**config.mk**
```make
export PLATFORM = sky130hd
export DESIGN_NAME = serial_link
export DESIGN_NICKNAME = d
export VERILOG_FILES = /design/src/hw/serial_link_pkg.sv /design/src/hw/link_tx_splitter.sv /design/src/hw/link_phy_channel.sv /design/src/hw/link_rx_merger.sv /design/src/hw/serial_link.sv
export SDC_FILE = /design/constraint.sdc
export NUM_CORES = 1
export LEC_CHECK = 0
export BUFFER_PORTS_ARGS = -buffer_cell sky130_fd_sc_hd__clkbuf_2
export CAP_MARGIN = 5
export CORE_MARGIN = 5
export CORE_UTILIZATION = 33
export DETAILED_ROUTE_END_ITERATION = 7
export GPL_TIMING_DRIVEN = 0
export PLACE_DENSITY = 0.48
export SYNTH_ARGS = -nofsm -noshare
export SYNTH_HDL_FRONTEND = slang
export SYNTH_SLANG_ARGS = --single-unit
```
**constraint.sdc**
```tcl
create_clock -name clk_i -period 3.07 [get_ports clk_i]
set_input_delay 0.307 -clock clk_i [delete_from_list [all_inputs] [get_ports clk_i]]
set_output_delay 0.307 -clock clk_i [all_outputs]
set_load 0.02 [all_outputs]
```
**src/hw/serial_link_pkg.sv**
```systemverilog
package serial_link_pkg;

  ////////////////////////////////////////////////////////////////////////////
  // Link dimensions
  ////////////////////////////////////////////////////////////////////////////

  localparam int NUM_CHANNELS = 4;
  localparam int NUM_LANES    = 2;
  localparam int PAYLOAD_W    = 32;

  // Each channel carries an equal slice of every payload
  localparam int FLIT_W           = PAYLOAD_W / NUM_CHANNELS;
  localparam int SYMBOLS_PER_FLIT = FLIT_W / NUM_LANES;

  // Receive buffer depth and the credits granted after reset
  localparam int RX_DEPTH = 2;
  localparam int CREDIT_W = $clog2(RX_DEPTH + 1);

  ////////////////////////////////////////////////////////////////////////////
  // Data types
  ////////////////////////////////////////////////////////////////////////////

  typedef logic [PAYLOAD_W-1:0] payload_t;
  typedef logic [FLIT_W-1:0]    flit_t;
  typedef logic [NUM_LANES-1:0] symbol_t;

  // Channel 0 sits in the low bits
  typedef flit_t [NUM_CHANNELS-1:0] flit_bus_t;

  // Wires of one physical channel
  typedef struct packed {
    logic    sym_valid;
    symbol_t sym;
  } lane_bus_t;

  ////////////////////////////////////////////////////////////////////////////
  // State machines
  ////////////////////////////////////////////////////////////////////////////

  typedef enum logic {
    IDLE,
    SHIFT
  } tx_state_e;

endpackage

```
**src/hw/link_tx_splitter.sv**
```systemverilog
module link_tx_splitter (
  input  logic                                     clk_i,
  input  logic                                     rst_n_i,
  // Payload stream from the source
  input  serial_link_pkg::payload_t                payload_i,
  input  logic                                     in_valid_i,
  output logic                                     in_ready_o,
  // Credit return from the remote receiver
  input  logic                                     credit_i,
  // Towards the physical channels
  input  logic [serial_link_pkg::NUM_CHANNELS-1:0] tx_ready_i,
  output logic                                     tx_valid_o,
  output serial_link_pkg::flit_bus_t               tx_flits_o
);

  ////////////////////////////////////////////////////////////////////////////
  // Flow control
  ////////////////////////////////////////////////////////////////////////////

  // One credit per free flit slot in the remote receive buffers
  logic [serial_link_pkg::CREDIT_W-1:0] credits_q;
  logic                                 have_credit;
  logic                                 all_ready;
  logic                                 accept;

  assign have_credit = (credits_q != '0);
  assign all_ready   = &tx_ready_i;

  // Every channel must take its flit in the same cycle
  assign in_ready_o = have_credit && all_ready;
  assign accept     = in_valid_i && in_ready_o;

  always_ff @(posedge clk_i) begin
    if (!rst_n_i) begin
      credits_q <= serial_link_pkg::RX_DEPTH[serial_link_pkg::CREDIT_W-1:0];
    end else begin
      // A returning credit cancels the one spent in the same cycle
      if (accept && !credit_i) begin
        credits_q <= credits_q - 1'b1;
      end else if (credit_i && !accept) begin
        credits_q <= credits_q + 1'b1;
      end
    end
  end

  ////////////////////////////////////////////////////////////////////////////
  // Payload slicing
  ////////////////////////////////////////////////////////////////////////////

  // Channels load their flit at the accepting edge
  assign tx_valid_o = accept;

  always_comb begin
    for (int c = 0; c < serial_link_pkg::NUM_CHANNELS; c++) begin
      tx_flits_o[c] = payload_i[c*serial_link_pkg::FLIT_W +: serial_link_pkg::FLIT_W];
    end
  end

endmodule

```
**src/hw/link_phy_channel.sv**
```systemverilog
module link_phy_channel (
  input  logic                           clk_i,
  input  logic                           rst_n_i,
  // Transmit side
  input  logic                           tx_valid_i,
  input  serial_link_pkg::flit_t         tx_flit_i,
  output logic                           tx_ready_o,
  output serial_link_pkg::lane_bus_t     lane_o,
  // Receive side
  input  serial_link_pkg::lane_bus_t     lane_i,
  input  logic                           rx_pop_i,
  output logic                           rx_valid_o,
  output serial_link_pkg::flit_t         rx_flit_o
);

  ////////////////////////////////////////////////////////////////////////////
  // Serializer
  ////////////////////////////////////////////////////////////////////////////

  serial_link_pkg::tx_state_e                         tx_state_q;
  serial_link_pkg::flit_t                             tx_shreg_q;
  logic [$clog2(serial_link_pkg::SYMBOLS_PER_FLIT)-1:0] tx_cnt_q;
  logic                                               tx_load;

  assign tx_ready_o = (tx_state_q == serial_link_pkg::IDLE);
  assign tx_load    = tx_ready_o && tx_valid_i;

  always_ff @(posedge clk_i) begin
    if (!rst_n_i) begin
      tx_state_q <= serial_link_pkg::IDLE;
      tx_cnt_q   <= '0;
    end else begin
      case (tx_state_q)
        serial_link_pkg::IDLE: begin
          if (tx_valid_i) begin
            tx_state_q <= serial_link_pkg::SHIFT;
            tx_cnt_q   <= '0;
          end
        end
        serial_link_pkg::SHIFT: begin
          // Last symbol goes out this cycle
          if (int'(tx_cnt_q) == serial_link_pkg::SYMBOLS_PER_FLIT - 1) begin
            tx_state_q <= serial_link_pkg::IDLE;
          end
          tx_cnt_q <= tx_cnt_q + 1'b1;
        end
        default: tx_state_q <= serial_link_pkg::IDLE;
      endcase
    end
  end

  // LSB symbol first
  always_ff @(posedge clk_i) begin
    if (tx_load) begin
      tx_shreg_q <= tx_flit_i;
    end else if (tx_state_q == serial_link_pkg::SHIFT) begin
      tx_shreg_q <= tx_shreg_q >> serial_link_pkg::NUM_LANES;
    end
  end

  assign lane_o.sym_valid = (tx_state_q == serial_link_pkg::SHIFT);
  assign lane_o.sym       = tx_shreg_q[serial_link_pkg::NUM_LANES-1:0];

  ////////////////////////////////////////////////////////////////////////////
  // Deserializer
  ////////////////////////////////////////////////////////////////////////////

  // Lanes are captured in a flop before the shift register
  serial_link_pkg::lane_bus_t                         rx_lane_q;
  serial_link_pkg::flit_t                             rx_shreg_q;
  serial_link_pkg::flit_t                             rx_flit_next;
  logic [$clog2(serial_link_pkg::SYMBOLS_PER_FLIT)-1:0] rx_cnt_q;
  logic                                               rx_wr;

  always_ff @(posedge clk_i) begin
    if (!rst_n_i) begin
      rx_lane_q <= '0;
      rx_cnt_q  <= '0;
    end else begin
      rx_lane_q <= lane_i;
      if (rx_lane_q.sym_valid) begin
        rx_cnt_q <= rx_cnt_q + 1'b1;
      end
    end
  end

  // New symbols enter at the top and move down
  assign rx_flit_next = {rx_lane_q.sym,
                         rx_shreg_q[serial_link_pkg::FLIT_W-1:serial_link_pkg::NUM_LANES]};
  assign rx_wr = rx_lane_q.sym_valid &&
                 (int'(rx_cnt_q) == serial_link_pkg::SYMBOLS_PER_FLIT - 1);

  always_ff @(posedge clk_i) begin
    if (rx_lane_q.sym_valid) begin
      rx_shreg_q <= rx_flit_next;
    end
  end

  ////////////////////////////////////////////////////////////////////////////
  // Receive buffer
  ////////////////////////////////////////////////////////////////////////////

  serial_link_pkg::flit_t                   rx_mem_q [serial_link_pkg::RX_DEPTH];
  logic [$clog2(serial_link_pkg::RX_DEPTH)-1:0] rx_wr_ptr_q;
  logic [$clog2(serial_link_pkg::RX_DEPTH)-1:0] rx_rd_ptr_q;
  logic [serial_link_pkg::CREDIT_W-1:0]     rx_count_q;
  logic                                     rx_rd;

  assign rx_valid_o = (rx_count_q != '0);
  assign rx_flit_o  = rx_mem_q[rx_rd_ptr_q];
  assign rx_rd      = rx_pop_i && rx_valid_o;

  // Credits keep the writer from ever finding the buffer full
  always_ff @(posedge clk_i) begin
    if (rx_wr) begin
      rx_mem_q[rx_wr_ptr_q] <= rx_flit_next;
    end
  end

  always_ff @(posedge clk_i) begin
    if (!rst_n_i) begin
      rx_wr_ptr_q <= '0;
      rx_rd_ptr_q <= '0;
      rx_count_q  <= '0;
    end else begin
      if (rx_wr) begin
        if (int'(rx_wr_ptr_q) == serial_link_pkg::RX_DEPTH - 1) rx_wr_ptr_q <= '0;
        else rx_wr_ptr_q <= rx_wr_ptr_q + 1'b1;
      end
      if (rx_rd) begin
        if (int'(rx_rd_ptr_q) == serial_link_pkg::RX_DEPTH - 1) rx_rd_ptr_q <= '0;
        else rx_rd_ptr_q <= rx_rd_ptr_q + 1'b1;
      end
      case ({rx_wr, rx_rd})
        2'b10:   rx_count_q <= rx_count_q + 1'b1;
        2'b01:   rx_count_q <= rx_count_q - 1'b1;
        default: rx_count_q <= rx_count_q;
      endcase
    end
  end

endmodule

```
**src/hw/link_rx_merger.sv**
```systemverilog
module link_rx_merger (
  input  logic                                     clk_i,
  input  logic                                     rst_n_i,
  // From the physical channels
  input  logic [serial_link_pkg::NUM_CHANNELS-1:0] rx_valid_i,
  input  serial_link_pkg::flit_bus_t               rx_flits_i,
  output logic                                     rx_pop_o,
  // Rebuilt payload stream
  output logic                                     out_valid_o,
  input  logic                                     out_ready_i,
  output serial_link_pkg::payload_t                out_payload_o,
  // Credit back to the remote sender
  output logic                                     credit_o
);

  ////////////////////////////////////////////////////////////////////////////
  // Payload rebuild
  ////////////////////////////////////////////////////////////////////////////

  logic transfer;

  // A payload exists only once every channel holds its flit
  assign out_valid_o = &rx_valid_i;
  assign transfer    = out_valid_o && out_ready_i;

  always_comb begin
    for (int c = 0; c < serial_link_pkg::NUM_CHANNELS; c++) begin
      out_payload_o[c*serial_link_pkg::FLIT_W +: serial_link_pkg::FLIT_W] = rx_flits_i[c];
    end
  end

  // All heads leave together
  assign rx_pop_o = transfer;

  ////////////////////////////////////////////////////////////////////////////
  // Credit return
  ////////////////////////////////////////////////////////////////////////////

  logic credit_q;

  // Pulse one cycle after the pop frees a slot in every channel
  always_ff @(posedge clk_i) begin
    if (!rst_n_i) begin
      credit_q <= 1'b0;
    end else begin
      credit_q <= transfer;
    end
  end

  assign credit_o = credit_q;

endmodule

```
**src/hw/serial_link.sv**
```systemverilog
module serial_link (
  input  logic                                                     clk_i,
  input  logic                                                     rst_n_i,
  // Payload input stream
  input  serial_link_pkg::payload_t                                payload_i,
  input  logic                                                     in_valid_i,
  output logic                                                     in_ready_o,
  input  logic                                                     credit_i,
  // Off-chip lanes
  input  serial_link_pkg::lane_bus_t [serial_link_pkg::NUM_CHANNELS-1:0] lane_i,
  output serial_link_pkg::lane_bus_t [serial_link_pkg::NUM_CHANNELS-1:0] lane_o,
  // Payload output stream
  output logic                                                     out_valid_o,
  input  logic                                                     out_ready_i,
  output serial_link_pkg::payload_t                                out_payload_o,
  output logic                                                     credit_o
);

  logic                                     tx_valid;
  serial_link_pkg::flit_bus_t               tx_flits;
  logic [serial_link_pkg::NUM_CHANNELS-1:0] tx_ready;

  logic [serial_link_pkg::NUM_CHANNELS-1:0] rx_valid;
  serial_link_pkg::flit_bus_t               rx_flits;
  logic                                     rx_pop;

  ////////////////////////////////////////////////////////////////////////////
  // Transmit splitter
  ////////////////////////////////////////////////////////////////////////////

  link_tx_splitter i_link_tx_splitter (
    .clk_i      ( clk_i      ),
    .rst_n_i    ( rst_n_i    ),
    .payload_i  ( payload_i  ),
    .in_valid_i ( in_valid_i ),
    .in_ready_o ( in_ready_o ),
    .credit_i   ( credit_i   ),
    .tx_ready_i ( tx_ready   ),
    .tx_valid_o ( tx_valid   ),
    .tx_flits_o ( tx_flits   )
  );

  ////////////////////////////////////////////////////////////////////////////
  // Physical channels
  ////////////////////////////////////////////////////////////////////////////

  for (genvar c = 0; c < serial_link_pkg::NUM_CHANNELS; c++) begin : gen_channels
    link_phy_channel i_link_phy_channel (
      .clk_i      ( clk_i       ),
      .rst_n_i    ( rst_n_i     ),
      .tx_valid_i ( tx_valid    ),
      .tx_flit_i  ( tx_flits[c] ),
      .tx_ready_o ( tx_ready[c] ),
      .lane_o     ( lane_o[c]   ),
      .lane_i     ( lane_i[c]   ),
      .rx_pop_i   ( rx_pop      ),
      .rx_valid_o ( rx_valid[c] ),
      .rx_flit_o  ( rx_flits[c] )
    );
  end

  ////////////////////////////////////////////////////////////////////////////
  // Receive merger
  ////////////////////////////////////////////////////////////////////////////

  link_rx_merger i_link_rx_merger (
    .clk_i         ( clk_i         ),
    .rst_n_i       ( rst_n_i       ),
    .rx_valid_i    ( rx_valid      ),
    .rx_flits_i    ( rx_flits      ),
    .rx_pop_o      ( rx_pop        ),
    .out_valid_o   ( out_valid_o   ),
    .out_ready_i   ( out_ready_i   ),
    .out_payload_o ( out_payload_o ),
    .credit_o      ( credit_o      )
  );

endmodule

```
==> impl_summary.md <==
Outcome
The run finished with clean final reports.

GRT
Across every metal layer, demand over resource in global routing totals 10.4%. The via count of the first global-routing pass is 3,827. Entering global routing, the biggest net connects 18 pins. The first global-routing pass estimated 19.1 mm of wire. The initial antenna violation count is 0. Global routing finished with a remaining overflow of 0.

Setup path
The worst setup path is captured at a flop. The data required time of the worst path is 3.42 ns. The largest fanout on the critical path is 10. The destination of the worst register-to-register timing path is i_link_tx_splitter.credits_q[1].

The reg2reg setup slack is 0.69 ns. Counting cells, the worst reg-to-reg path comes to 7. Counting both buffers and inverters, the worst setup path holds a total of 2.

The kind of start point of the critical path is a flop. The library cell contributing the largest single delay on the critical path is sky130_fd_sc_hd__or4_4. The critical path is of the flop to flop type. In this design, the largest share of critical-path delay is due to simple AND/OR/NAND/NOR gates. The most numerous cell type found on the critical path is sky130_fd_sc_hd__buf_6. The largest single stage delay on the critical path is 0.58 ns. The origin of the critical flop-to-flop path is gen_channels[2].i_link_phy_channel.tx_state_q.

The data arrival time at the worst-slack endpoint is 2.74 ns. Walking the worst path, the cells encountered are or4_4, nor3b_4, buf_6, buf_6, ha_1, or3_1, nand3_1.

Yosys
The number of enable-type register cells in the synthesized netlist is 120. The Yosys step of the flow raised 0 warnings. The most used flip-flop cell after synthesis is sky130_fd_sc_hd__edfxtp_1. The post-synthesis instance area is 6640 µm².

The fraction of registers with async set or reset after synthesis is 0%. In this run, synthesis produced a sequential element count of 175. The largest total area in the synthesized netlist belongs to sky130_fd_sc_hd__edfxtp_1.

After synthesis, the most frequently instantiated cells are sky130_fd_sc_hd__edfxtp_1, sky130_fd_sc_hd__mux2_2, sky130_fd_sc_hd__dfxtp_1. The number of nets handed over by synthesis was 487. The average instance in the mapped netlist occupies 15.6 µm². In the post-synthesis netlist, the cell with the most instances is sky130_fd_sc_hd__edfxtp_1.

After synthesis, the largest area contributor takes up 54.3% of total cell area. The distinct cell type count of the synthesized netlist is 31. After technology mapping, the gate count stands at 425. After synthesis, the cell types taking the most area are sky130_fd_sc_hd__edfxtp_1, sky130_fd_sc_hd__dfxtp_1, sky130_fd_sc_hd__mux2_2, sky130_fd_sc_hd__ha_1, sky130_fd_sc_hd__and2_1.

The proportion of synthesized chip area in sequential cells is 70.8%.

STA
Setup violations remaining at the end of the flow were counted as 0. For the pin with the worst max-slew slack, the measured transition is 0.761 ns. The total negative slack for setup checks is 0 ns. The peak clock frequency supported by timing is 420 MHz. The setup slack after layout is 0.689 ns.

Clock skew on the completed layout was measured at 0.00845 ns. In this run the tightest slew margin relative to its limit is 49.1%. Setup repair after global routing left no endpoint under its margin. The number of pins exceeding their max-slew limit in the final report was 0. The final number of hold-violating endpoints is 0. Of the available clock period, the critical path in the final layout requires 77.5%. The time the worst path needs with I/O delays and setup is 2.38 ns.

Pwr
The total leakage power is 2.99 nW. The peak supply drop is 0.376 mV. The power per unit of standard cell area is 772 nW/µm².

Cells and area
The finished cells cover 8020 µm². The number of inserted diodes is 0. The share of post-route cells with drive strength above 1 is 37.3%. Counting the fill cells in the layout gives 1,910.

The final layout contains 601 nets. The area added between synthesis and finish is 20.8%.

CTS
Clock-pin slew was measured on the worst setup and hold paths at 0.07 ns. Once the clock tree was built, the setup fixing pass inserted 0 buffers. The CTS buffer count is 17.

The clock insertion delay at the later pin of the skew report is 0.42 ns. The level count of the clock H-tree is 4. The clock tree from TritonCTS is built. The tree built by TritonCTS fans out to 175 sinks.

The post-cts repair resize count is 0. The buffer levels on the longest clock path is 2. The cell chosen for the clock root is sky130_fd_sc_hd__clkbuf_16. After clock tree synthesis, the flow added hold-fix buffers numbering 0.

Route
The antenna violation net count after detailed routing is 0. The number of DRC violations after detailed-routing iteration 0 is 120. For this run, design rule violations remaining after detail routing come to 0. The first detailed-routing pass ran for 4 iterations. The routed design has 11.8 mm of wire. Dividing the detail-routed via count by the number of cells gives 4.35. The total via count after detailed routing is 3,553.

The routed length per placed instance is 14.4 µm.

Job
Across the run, the number of max-cap violations was 0.

Placed design
At the end of routability-driven placement, the weighted congestion stood at 0.699. Timing analysis after detailed placement gives a worst setup slack of 0.676 ns. The count of input and output buffers is 95. After detailed placement, the total cell area comes to 7450 µm². The detailed-placement wirelength estimate is 8.21 mm.

Die
The area of the core is 19,700 µm². 96 I/O pins were placed. The starting density of the core is 33.8%. The horizontal die dimension is 152 µm. In this run the vertical extent of the chip is 152 µm. The site row count is 51.

The die footprint is 23,100 µm².

Hold path
The path class of the lowest-slack min-delay path is input pin to flop. The count of cells along the worst hold path is 2. In this run the most critical hold path is launched from lane_i[2]. For hold timing, the worst endpoint is gen_channels[0].i_link_phy_channel.rx_lane_q[2].
how the worst max path moves through the flow:
stage / from / to / slack (ns) / cells past startpoint
final: gen_channels[2].i_link_phy_channel.tx_state_q / i_link_tx_splitter.credits_q[1] / 0.69 / 7
after global routing: gen_channels[2].i_link_phy_channel.tx_state_q / i_link_tx_splitter.credits_q[1] / 0.57 / 7
after CTS: gen_channels[2].i_link_phy_channel.tx_state_q / i_link_tx_splitter.credits_q[1] / 0.66 / 7
after detailed placement: gen_channels[2].i_link_phy_channel.tx_state_q / i_link_tx_splitter.credits_q[1] / 0.68 / 7
after global placement: gen_channels[2].i_link_phy_channel.tx_state_q / i_link_tx_splitter.credits_q[1] / 0.73 / 7
after floorplan: gen_channels[2].i_link_phy_channel.tx_state_q / i_link_tx_splitter.credits_q[1] / 0.90 / 7
cells in the final DEF (no fill, tap or decap), types with 5 or more instances in the layout:
cell,Yosys,final
sky130_fd_sc_hd__dfxtp_1,55,55
sky130_fd_sc_hd__and2_1,20,20
sky130_fd_sc_hd__nand3_1,5,5
sky130_fd_sc_hd__nor2_1,24,24
sky130_fd_sc_hd__nand2_1,8,8
sky130_fd_sc_hd__clkbuf_1,10,11
sky130_fd_sc_hd__o21ai_0,13,13
sky130_fd_sc_hd__mux2_2,56,56
sky130_fd_sc_hd__buf_4,13,13
sky130_fd_sc_hd__edfxtp_1,120,120
sky130_fd_sc_hd__nand3b_1,12,12
sky130_fd_sc_hd__clkbuf_16,0,17
sky130_fd_sc_hd__or3_1,5,5
sky130_fd_sc_hd__inv_6,0,5
sky130_fd_sc_hd__clkbuf_2,1,96
sky130_fd_sc_hd__mux2i_1,12,12
sky130_fd_sc_hd__ha_1,13,13
sky130_fd_sc_hd__xor2_1,9,9
sky130_fd_sc_hd__xnor2_1,9,9
sequential cells by signal, indices dropped and copies added, names as in the netlist, named ones only:
name	cells
gen_channels.i_link_phy_channel.rx_mem_q	64
gen_channels.i_link_phy_channel.tx_shreg_q	32
gen_channels.i_link_phy_channel.rx_shreg_q	24
gen_channels.i_link_phy_channel.rx_cnt_q	8
gen_channels.i_link_phy_channel.rx_count_q	8
gen_channels.i_link_phy_channel.rx_flit_next	8
gen_channels.i_link_phy_channel.tx_cnt_q	8
gen_channels.i_link_phy_channel.rx_lane_q	4
gen_channels.i_link_phy_channel.rx_rd_ptr_q	4
gen_channels.i_link_phy_channel.rx_wr_ptr_q	4
gen_channels.i_link_phy_channel.tx_state_q	4
i_link_tx_splitter.credits_q	2
i_link_rx_merger.credit_o	1
power breakdown:
part           leakage (nW)  switching [W]  internal (W)  total [W]
Combinational          1.16       0.000511      0.000513    0.00102
Sequential             1.55       0.000138       0.00294    0.00308
Clock                 0.280       0.000940       0.00115    0.00209
Total                  2.99        0.00159       0.00460    0.00619
metal layers:
layer / routed length, µm / up-vias / part of all wire (%) / GRT usage [%]
met5: 0 / - / 0 / 0
met4: 140 / 0 / 1.2 / 3.25
met3: 472 / 10 / 4.0 / 3.55
met2: 5920 / 61 / 50 / 17.5
met1: 5250 / 1712 / 45 / 12.5
li1: - / 1770 / - / -
through the flow:
step	util, %	std cells	hold WS, ns	total power, W
after floorplan	-	425	0.421	0.00387
after global placement	37.9	785	0.423	0.00413
after detailed placement	37.9	785	0.434	0.00418
after CTS	40.8	817	0.0729	0.00629
after global routing	40.8	817	0.0800	0.00649
final	40.8	817	0.0941	0.00619
logic make-up after synthesis:
kind of cell / after synthesis / synth area share [%]
muxes: 68 / 11.3
xor gates and xnor gates: 18 / 2.37
DFF: 175 / 70.8
buffers and inverters: 31 / 2.86
AOI/OAI and AO/OA: 23 / 1.92
adders and majority gates: 13 / 2.45
and+or+nand+nor: 97 / 8.25
cell type report:
class / count / area (µm²) / area share, %
timing repair buffer: 95 / 475 / 5.93
multi-input combinational: 219 / 1750 / 21.8
tap: 265 / 332 / 4.13
clock inverter: 14 / 144 / 1.79
buffer: 28 / 179 / 2.23
inverter: 3 / 11.3 / 0.140
clock buffer: 18 / 429 / 5.35
sequential: 175 / 4700 / 58.6
Power figures use the tool's default switching activity.
